--- src/radio_pkg.sv ---
// Radio slow-control package
// Setting bus addresses, field widths, readback selects and the
// readback word type shared by the radio control blocks

package radio_pkg;

   //////////////////////////////
   // Widths
   //////////////////////////////
   localparam int ADDR_W   = 8;
   localparam int DATA_W   = 32;              // Setting data, TX and RX words
   localparam int TIME_W   = 64;
   localparam int RB_SEL_W = 3;

   //////////////////////////////
   // Setting bus addresses
   //////////////////////////////
   localparam logic [ADDR_W-1:0] SR_TEST       = 8'd21;
   localparam logic [ADDR_W-1:0] SR_CODEC_IDLE = 8'd22;
   localparam logic [ADDR_W-1:0] SR_READBACK   = 8'd32;
   localparam logic [ADDR_W-1:0] SR_CNTRL      = 8'd163;
   localparam logic [ADDR_W-1:0] SR_LLR_REG0   = 8'd164;
   localparam logic [ADDR_W-1:0] SR_LLR_REG1   = 8'd165;
   localparam logic [ADDR_W-1:0] SR_LLR_REG2   = 8'd166;

   // Time registers: base is high word, base+1 low word, base+2 control
   localparam int SR_TIME_DEFAULT = 128;

   // Control register fields
   localparam int CNTRL_CLR_BIT = 0;          // Restart sequencer phase
   localparam int CNTRL_RUN_BIT = 1;          // Waveform running

   // Time control fields
   localparam int TIME_LOAD_NOW_BIT = 0;
   localparam int TIME_LOAD_PPS_BIT = 1;

   //////////////////////////////
   // Readback selects
   //////////////////////////////
   localparam logic [RB_SEL_W-1:0] RB_TEST    = 3'd0;
   localparam logic [RB_SEL_W-1:0] RB_TIME    = 3'd1;
   localparam logic [RB_SEL_W-1:0] RB_LASTPPS = 3'd2;
   localparam logic [RB_SEL_W-1:0] RB_TXRX    = 3'd3;
   localparam logic [RB_SEL_W-1:0] RB_STATUS  = 3'd4;

   // Readback word, either one time value or two 32-bit halves (1 is high)
   typedef union packed {
      logic [TIME_W-1:0]           time_val;
      logic [1:0][DATA_W-1:0]      half;
   } rb_word_t;

   typedef logic [1:0] phase_t;               // Sequencer phase, 0 to 2

endpackage

--- src/codeword_sequencer.sv ---
// Codeword sequencer
// Steps through three codeword phases while the waveform runs and
// registers the TX sample word, the idle word when stopped

`timescale 1ns/10ps

module codeword_sequencer import radio_pkg::*; (
   input  logic              bus_clk,
   input  logic              i_rst_n,
   input  logic              i_run,
   input  logic              i_clr,
   input  logic [DATA_W-1:0] i_idle,
   input  logic [DATA_W-1:0] i_cw0,
   input  logic [15:0]       i_cw1,
   input  logic [15:0]       i_cw2,
   output logic [DATA_W-1:0] o_tx,
   output phase_t            o_phase
);

   localparam phase_t LAST_PHASE = 2'd2;

   logic [DATA_W-1:0] phase_word;

   //////////////////////////////
   // Phase word build
   //////////////////////////////
   always_comb begin
      case (o_phase)
         2'd0:    phase_word = i_cw0;
         2'd1:    phase_word = {i_cw1, i_cw2};   // cw1 on I, cw2 on Q
         2'd2:    phase_word = {i_cw2, i_cw1};   // Swapped
         default: phase_word = i_cw0;
      endcase
   end

   //////////////////////////////
   // Phase counter and TX register
   //////////////////////////////
   always_ff @(posedge bus_clk) begin
      if (!i_rst_n) begin
         o_phase <= '0;
         o_tx    <= '0;
      end else begin
         o_tx <= i_run ? phase_word : i_idle;

         if (!i_run || i_clr)
            o_phase <= '0;
         else if (o_phase == LAST_PHASE)
            o_phase <= '0;                    // Wrap
         else
            o_phase <= o_phase + 1'b1;
      end
   end

   // Readback status and word build both rely on a 3-state phase
   a_phase_legal: assert property (
      @(posedge bus_clk) disable iff (!i_rst_n)
      o_phase != 2'd3
   ) else $error("codeword_sequencer: phase reached illegal value 3");

endmodule

--- src/radio_core.sv ---
// Radio slow-control core
// Setting registers, timekeeper, codeword sequencer and readback mux
// on the setting bus, all in the bus_clk domain

`timescale 1ns/10ps

module radio_core import radio_pkg::*; #(
   parameter int TIME_BASE = SR_TIME_DEFAULT
) (
   input  logic              bus_clk,
   input  logic              i_rst_n,
   input  logic              i_set_stb,
   input  logic [ADDR_W-1:0] i_set_addr,
   input  logic [DATA_W-1:0] i_set_data,
   input  logic [DATA_W-1:0] i_rx,
   input  logic              i_pps,
   output logic [DATA_W-1:0] o_tx,
   output rb_word_t          o_rb_data,
   output logic [TIME_W-1:0] o_vita_time
);

   logic [DATA_W-1:0]   test;
   logic [DATA_W-1:0]   idle;
   logic [DATA_W-1:0]   cw0;
   logic [15:0]         cw1;
   logic [15:0]         cw2;
   logic [RB_SEL_W-1:0] rb_sel;
   logic                run;
   logic                clr;
   logic [TIME_W-1:0]   lastpps;
   phase_t              phase;

   settings_regs u_settings_regs (
      .bus_clk    (bus_clk),    .i_rst_n    (i_rst_n),
      .i_set_stb  (i_set_stb),  .i_set_addr (i_set_addr), .i_set_data (i_set_data),
      .o_test     (test),       .o_idle     (idle),
      .o_cw0      (cw0),        .o_cw1      (cw1),        .o_cw2      (cw2),
      .o_rb_sel   (rb_sel),     .o_run      (run),        .o_clr      (clr)
   );

   timekeeper #(
      .TIME_BASE (TIME_BASE)
   ) u_timekeeper (
      .bus_clk     (bus_clk),    .i_rst_n    (i_rst_n),
      .i_set_stb   (i_set_stb),  .i_set_addr (i_set_addr), .i_set_data (i_set_data),
      .i_pps       (i_pps),
      .o_vita_time (o_vita_time),
      .o_lastpps   (lastpps)
   );

   codeword_sequencer u_codeword_sequencer (
      .bus_clk (bus_clk), .i_rst_n (i_rst_n),
      .i_run   (run),     .i_clr   (clr),     .i_idle (idle),
      .i_cw0   (cw0),     .i_cw1   (cw1),     .i_cw2  (cw2),
      .o_tx    (o_tx),    .o_phase (phase)
   );

   readback_mux u_readback_mux (
      .bus_clk     (bus_clk),     .i_rst_n   (i_rst_n),
      .i_rb_sel    (rb_sel),      .i_test    (test),
      .i_vita_time (o_vita_time), .i_lastpps (lastpps),
      .i_tx        (o_tx),        .i_rx      (i_rx),
      .i_run       (run),         .i_phase   (phase),
      .o_rb_data   (o_rb_data)
   );

endmodule

--- src/readback_mux.sv ---
// Readback multiplexer
// Registered selection of the 64-bit readback word, one cycle latency

`timescale 1ns/10ps

module readback_mux import radio_pkg::*; (
   input  logic                bus_clk,
   input  logic                i_rst_n,
   input  logic [RB_SEL_W-1:0] i_rb_sel,
   input  logic [DATA_W-1:0]   i_test,
   input  logic [TIME_W-1:0]   i_vita_time,
   input  logic [TIME_W-1:0]   i_lastpps,
   input  logic [DATA_W-1:0]   i_tx,
   input  logic [DATA_W-1:0]   i_rx,
   input  logic                i_run,
   input  phase_t              i_phase,
   output rb_word_t            o_rb_data
);

   rb_word_t rb_nxt;

   always_comb begin
      rb_nxt = '0;                           // Unused selects read zero
      case (i_rb_sel)
         RB_TEST: begin
            rb_nxt.half[0] = i_test;
         end
         RB_TIME: begin
            rb_nxt.time_val = i_vita_time;
         end
         RB_LASTPPS: begin
            rb_nxt.time_val = i_lastpps;
         end
         RB_TXRX: begin
            rb_nxt.half[1] = i_tx;
            rb_nxt.half[0] = i_rx;
         end
         RB_STATUS: begin
            // Run flag above the 2-bit phase
            rb_nxt.half[0][2]   = i_run;
            rb_nxt.half[0][1:0] = i_phase;
         end
         default: begin
            rb_nxt = '0;
         end
      endcase
   end

   always_ff @(posedge bus_clk) begin
      if (!i_rst_n)
         o_rb_data <= '0;
      else
         o_rb_data <= rb_nxt;
   end

endmodule

--- src/settings_regs.sv ---
// Radio setting registers
// Decodes setting bus writes into the test, codec idle, readback select,
// control and codeword registers

`timescale 1ns/10ps

module settings_regs import radio_pkg::*; (
   input  logic                bus_clk,
   input  logic                i_rst_n,
   // Setting bus
   input  logic                i_set_stb,
   input  logic [ADDR_W-1:0]   i_set_addr,
   input  logic [DATA_W-1:0]   i_set_data,
   // Register outputs
   output logic [DATA_W-1:0]   o_test,
   output logic [DATA_W-1:0]   o_idle,
   output logic [DATA_W-1:0]   o_cw0,
   output logic [15:0]         o_cw1,
   output logic [15:0]         o_cw2,
   output logic [RB_SEL_W-1:0] o_rb_sel,
   output logic                o_run,
   output logic                o_clr
);

   //////////////////////////////
   // Register file
   //////////////////////////////
   always_ff @(posedge bus_clk) begin
      if (!i_rst_n) begin
         o_test   <= '0;
         o_idle   <= '0;
         o_cw0    <= '0;
         o_cw1    <= '0;
         o_cw2    <= '0;
         o_rb_sel <= '0;
         o_run    <= 1'b0;
         o_clr    <= 1'b0;
      end else if (i_set_stb) begin
         case (i_set_addr)
            SR_TEST: begin
               o_test <= i_set_data;
            end
            SR_CODEC_IDLE: begin
               o_idle <= i_set_data;             // Sent on TX while stopped
            end
            SR_READBACK: begin
               o_rb_sel <= i_set_data[RB_SEL_W-1:0];
            end
            SR_CNTRL: begin
               // Only run and clear are kept
               o_run <= i_set_data[CNTRL_RUN_BIT];
               o_clr <= i_set_data[CNTRL_CLR_BIT];
            end
            SR_LLR_REG0: begin
               o_cw0 <= i_set_data;
            end
            SR_LLR_REG1: begin
               o_cw1 <= i_set_data[15:0];        // Lower half only
            end
            SR_LLR_REG2: begin
               o_cw2 <= i_set_data[15:0];
            end
            default: begin
               // Addresses owned by other blocks
            end
         endcase
      end
   end

   //////////////////////////////
   // Checks
   //////////////////////////////

   // Readback mux decodes this select every cycle
   a_rb_sel_known: assert property (
      @(posedge bus_clk) disable iff (!i_rst_n)
      !$isunknown(o_rb_sel)
   ) else $error("settings_regs: readback select is unknown");

endmodule

--- src/timekeeper.sv ---
// Radio timekeeper
// Free-running time counter with immediate load, load on the next pps
// edge, and capture of the time at the last pps edge

`timescale 1ns/10ps

module timekeeper import radio_pkg::*; #(
   parameter int TIME_BASE = SR_TIME_DEFAULT
) (
   input  logic              bus_clk,
   input  logic              i_rst_n,
   input  logic              i_set_stb,
   input  logic [ADDR_W-1:0] i_set_addr,
   input  logic [DATA_W-1:0] i_set_data,
   input  logic              i_pps,
   output logic [TIME_W-1:0] o_vita_time,
   output logic [TIME_W-1:0] o_lastpps
);

   localparam logic [ADDR_W-1:0] ADDR_HI   = ADDR_W'(TIME_BASE);
   localparam logic [ADDR_W-1:0] ADDR_LO   = ADDR_W'(TIME_BASE + 1);
   localparam logic [ADDR_W-1:0] ADDR_CTRL = ADDR_W'(TIME_BASE + 2);

   logic [TIME_W-1:0] pend_time;             // Value for the next load
   logic              pps_d;
   logic              armed;
   logic              pps_edge;
   logic              ctrl_wr;
   logic              load_now;

   assign pps_edge = i_pps & ~pps_d;
   assign ctrl_wr  = i_set_stb && (i_set_addr == ADDR_CTRL);
   assign load_now = ctrl_wr && i_set_data[TIME_LOAD_NOW_BIT];

   //////////////////////////////
   // Pending time and pps arm
   //////////////////////////////
   always_ff @(posedge bus_clk) begin
      if (!i_rst_n) begin
         pend_time <= '0;
         pps_d     <= 1'b0;
         armed     <= 1'b0;
      end else begin
         pps_d <= i_pps;
         if (i_set_stb && (i_set_addr == ADDR_HI))
            pend_time[TIME_W-1:DATA_W] <= i_set_data;
         if (i_set_stb && (i_set_addr == ADDR_LO))
            pend_time[DATA_W-1:0] <= i_set_data;
         // A pps edge always consumes the arm
         if (pps_edge)
            armed <= 1'b0;
         else if (ctrl_wr && i_set_data[TIME_LOAD_PPS_BIT])
            armed <= 1'b1;
      end
   end

   //////////////////////////////
   // Time counter
   //////////////////////////////
   always_ff @(posedge bus_clk) begin
      if (!i_rst_n) begin
         o_vita_time <= '0;
         o_lastpps   <= '0;
      end else begin
         if (load_now)
            o_vita_time <= pend_time;         // Immediate load wins
         else if (pps_edge && armed)
            o_vita_time <= pend_time;
         else
            o_vita_time <= o_vita_time + 1'b1;

         if (pps_edge)
            o_lastpps <= o_vita_time;         // Time before this edge
      end
   end

   a_arm_clears: assert property (
      @(posedge bus_clk) disable iff (!i_rst_n)
      pps_edge |=> !armed
   ) else $error("timekeeper: pps load still armed after pps edge");

endmodule
--- config.mk ---
export PLATFORM = sky130hd
export DESIGN_NAME = radio_core
export DESIGN_NICKNAME = d
export VERILOG_FILES = /design/src/radio_pkg.sv /design/src/codeword_sequencer.sv /design/src/radio_core.sv /design/src/readback_mux.sv /design/src/settings_regs.sv /design/src/timekeeper.sv
export SDC_FILE = /design/constraint.sdc
export NUM_CORES = 1
export LEC_CHECK = 0
export BUFFER_PORTS_ARGS = -buffer_cell sky130_fd_sc_hd__buf_2
export CORE_AREA = 4 4 227 229
export CTS_BUF_LIST = sky130_fd_sc_hd__clkbuf_4
export CTS_CLUSTER_SIZE = 40
export DETAILED_ROUTE_END_ITERATION = 12
export DIE_AREA = 0 0 231 233
export GPL_TIMING_DRIVEN = 0
export SLEW_MARGIN = 20
export SYNTH_ARGS = -nofsm -noshare
export SYNTH_HDL_FRONTEND = slang
export SYNTH_SLANG_ARGS = --single-unit
--- constraint.sdc ---
create_clock -name bus_clk -period 3.1 [get_ports bus_clk]
set_input_delay 0.155 -clock bus_clk [delete_from_list [all_inputs] [get_ports bus_clk]]
set_output_delay 0.155 -clock bus_clk [all_outputs]
set_load 0.02 [all_outputs]
==> summary.txt <==
STA
  – Time the worst path needs with I/O delays and setup: 3.05 ns
  – Final setup vio count: 0
  – Max Fclk: 328 MHz
  – Worst-Margin Slew: 1.11 ns
  – Hold Slack: 0.0934 ns
  – Setup TNS: 0 ns
  – Layout Skew: 0.0661 ns
  – Slew HR: 0.260
  – Final Hold Fails: 0
  – Period utilization: 0.984
  – Final worst slack: 0.0489 ns
  – Max-slew violations: 0

Synthesis
  – Synth Area in Compound Gates: 0.186
  – Synth cell types: 48
  – Top-area cell type share of the netlist area: 0.494
  – Post-synthesis sequential area ratio: 0.494
  – Post-Synth XOR/XNOR Area: 0.0183
  – Synth Area in Adders: 0.00218
  – Async S/R FF share, synth: 0
  – Net Count, Synth: 2179
  – Synth area leader: dfxtp_1
  – Post-synth EDFFs: 0
  – Post-Syn Area per Cell: 8.20 µm²
  – Post-synthesis simple-gate area fraction: 0.194
  – Largest family of logic cells by synthesized area: simple AND/OR/NAND/NOR gates
  – Syn Std Cell Area: 17200 µm²
  – Area contributors post-synth: dfxtp_1 49%, nand2_1 11%, a21oi_1 8.0%
  – Post-synthesis register bit count: 425
  – Post-synthesis mux area share: 0.0615
  – Yosys warning total: 0
  – Top_reg_cell synth: dfxtp_1
  – Syn Inst Count: 2100

Floorplan
  – Die Y: 233 µm
  – Starting Density: 0.347
  – Die W: 231 µm
  – Die area: 53800 µm²
  – # IOs: 236
  – Number of cell rows: 82
  – Core Region: 49700 µm²

Routing
  – DR vias: 17000
  – Final wirelength: 64.7 mm
  – Pre-antenna DRT Iters: 5
  – Post-DRT Antenna Nets: 0
  – Vias per Instance: 5.21
  – Initial DRC count: 1421
  – Drc violations: 0
  – Wirelength per Cell: 19.8 µm

Pwr
  – Max VDD drop: 0.000219 V
  – Pwr Total: 11.0 mW
  – Lkg Pwr: 7.85 nW
  – Power Density: 512 nW/µm²

Critical path
  – Largest stage delay, worst path: 0.55 ns
  – CP max stage cell: or4_1
  – Reg2reg start: u_timekeeper.o_vita_time[0]
  – CP bufs+invs: 4
  – Worst-case reg-to-reg path depth: 10
  – R2r setup slk: 0.05 ns
  – CP max FO: 10
  – Critical path cell sequence: ha_4 -> nand4_1 -> buf_4 -> or4_4 -> or4_1 -> buf_2 -> buf_2 -> buf_4 -> o41ai_2 -> a31oi_1
  – Startpoint class of the critical path: flip-flop
  – Reg2reg end: u_timekeeper.o_vita_time[52]
  – Signal arrival time at the worst endpoint: 3.71 ns
  – Critical path required time: 3.76 ns
  – Worst setup path category: reg2reg
  – Crit path max-delay family: simple AND/OR/NAND/NOR gates
  – CP Capture Type: flip-flop

GRT
  – GR Util met3: 0.0509
  – Vias in the first global route: 16300
  – Grt met1 use: 0.302
  – Initial antenna violation count: 1
  – GRT overflow: 0
  – All-Layer GR Usage: 0.232
  – Grt peak-use layer: met2
  – M2 GR Usage: 0.360
  – First-pass GRT wire length: 96.2 mm
  – Pin count of the biggest net entering global routing: 15

Placed design
  – Number of buffers added on ports: 230
  – Dpl ws: -0.589 ns
  – GPL Wtd Cong: 0.943
  – Placed Area: 19200 µm²
  – Dpl hpwl: 48.5 mm
  – Placed insts: 3002

Worst hold path
  – Worst min path class: in2reg
  – Hold endpoint: u_timekeeper.pend_time[63]
  – Hold Crit Depth: 6
  – Hold path start: i_set_addr[6]

Layout
  – Commonest non-fill, non-tap cells in the layout: 515 x nand2_1, 422 x dfxtp_1, 277 x a21oi_1, 235 x buf_2, 171 x clkbuf_4
  – # nets final: 2593
  – Cell Count, Final, Fillers Out: 3270
  – Final core occ: 0.432
  – Most common cell after layout, fill and taps aside: nand2_1
  – Final instance area: 21400 µm²
  – Share of layout cells above drive strength 1: 0.178
  – Area Growth Syn to Fin: 24.5%
  – Fillers: 5092

Clock tree
  – Root buffer cell: clkbuf_4
  – CTS Buffer Depth: 3
  – CTS buffer count: 110
  – CTS tree: done
  – Clock Pin Slew Worst Setup and Hold Paths: 0.06 ns
  – H-tree level count: 3
  – CTS Sinks: 425
  – Clk Latency, worst-skew pair: 0.86 ns

Run
  – Number of max-cap violations: 0

Outcome
  – Outcome: finished, final reports clean
Yosys cell counts, types with 2 or more instances:
cell type / instances
a211oi_1: 17
a21oi_1: 277
a22oi_1: 122
a311oi_1: 2
a31oi_1: 24
and2_1: 8
and3_1: 5
and4_1: 10
buf_1: 19
buf_2: 6
clkbuf_1: 155
dfxtp_1: 425
ha_1: 3
inv_1: 14
mux2_2: 27
mux2i_1: 71
mux4_2: 2
nand2_1: 515
nand2b_1: 6
nand3_1: 24
nand3b_1: 2
nand4_1: 16
nor2_1: 135
nor2b_1: 6
nor3_1: 11
nor3b_1: 2
nor4_1: 12
o21ai_0: 89
o31ai_1: 14
o41ai_1: 2
or2_2: 2
or3_1: 10
or4_1: 17
or4b_1: 2
xnor2_1: 29
xor2_1: 7
routing by layer:
metal | wire (µm) | share of wire | up-vias
li1 | - | - | 8146
met4 | 3170 | 0.049 | 0
met3 | 4980 | 0.077 | 151
met2 | 28800 | 0.45 | 716
met1 | 27700 | 0.43 | 8008
met5 | 0 | 0 | -
worst register-to-register path, cell delays in order (launching register included):
cell and delay (ns):
dfxtp_4 0.41, ha_4 0.19, nand4_1 0.08, buf_4 0.18, or4_4 0.52, or4_1 0.55, buf_2 0.20, buf_2 0.20
buf_4 0.21, o41ai_2 0.22, a31oi_1 0.12
final cells by class:
type / instances / area [µm²] / area share
well taps: 672 / 841 / 0.0392
flip-flops and latches: 425 / 8510 / 0.397
plain buffers: 178 / 688 / 0.0321
clock inverters: 25 / 175 / 0.00817
clock buffers: 170 / 1280 / 0.0595
inverters: 14 / 52.6 / 0.00245
repair buffers: 305 / 1890 / 0.0883
diodes: 1 / 2.50 / 0.000117
multi-input cells: 1480 / 8010 / 0.373
worst max path at each step:
stage	startpoint	end	slack [ns]	depth (start not counted)
floorplan	u_timekeeper.o_vita_time[0]	u_timekeeper.o_vita_time[52]	0.20	9
global placement	u_timekeeper.o_vita_time[0]	u_timekeeper.o_vita_time[52]	-0.59	9
detailed placement	u_timekeeper.o_vita_time[0]	u_timekeeper.o_vita_time[52]	-0.59	9
CTS	u_timekeeper.o_vita_time[0]	u_timekeeper.o_vita_time[54]	0.05	10
global route	u_timekeeper.o_vita_time[6]	u_timekeeper.o_vita_time[59]	-0.008	9
finish	u_timekeeper.o_vita_time[0]	u_timekeeper.o_vita_time[52]	0.05	10
repair_timing:
action                                  in CTS  in global routing
endpoints found under the hold margin      236                  0
endpoints found under the setup margin      25                 34
setup buffers                                1                  2
hold buffers                                72                  0
gates resized for setup                     10                  7
cloned                                       0                  0
pin swaps                                    1                  1
power by group:
part           switching, mW  total, mW  leakage [nW]  internal [mW]
Combinational          0.330      0.473          3.56          0.142
Clock                   2.30       5.02         0.866           2.72
Sequential            0.0125       5.48          3.42           5.47
registers in the layout, summed over array words and instances, names as in the netlist:
register,cells
u_settings_regs.o_cw1,16
u_timekeeper.o_lastpps,64
u_readback_mux.o_rb_data,64
u_timekeeper.pend_time,64
u_settings_regs.o_cw2,16
u_settings_regs.o_clr,1
u_codeword_sequencer.o_tx,32
u_timekeeper.o_vita_time,64
u_settings_regs.o_run,1
u_codeword_sequencer.o_phase,2
u_settings_regs.o_cw0,32
u_settings_regs.o_test,32
u_settings_regs.o_idle,32
u_timekeeper.armed,1
u_settings_regs.o_rb_sel,3
u_timekeeper.pps_d,1
cell families after synthesis:
family / after synthesis
xor gates and xnor gates: 36
AOI/OAI and AO/OA: 552
DFF: 425
muxes: 100
buffers and inverters: 195
and+or+nand+nor: 789
adders and majority gates: 3
No activity file was read; power rests on OpenSTA's default activity.
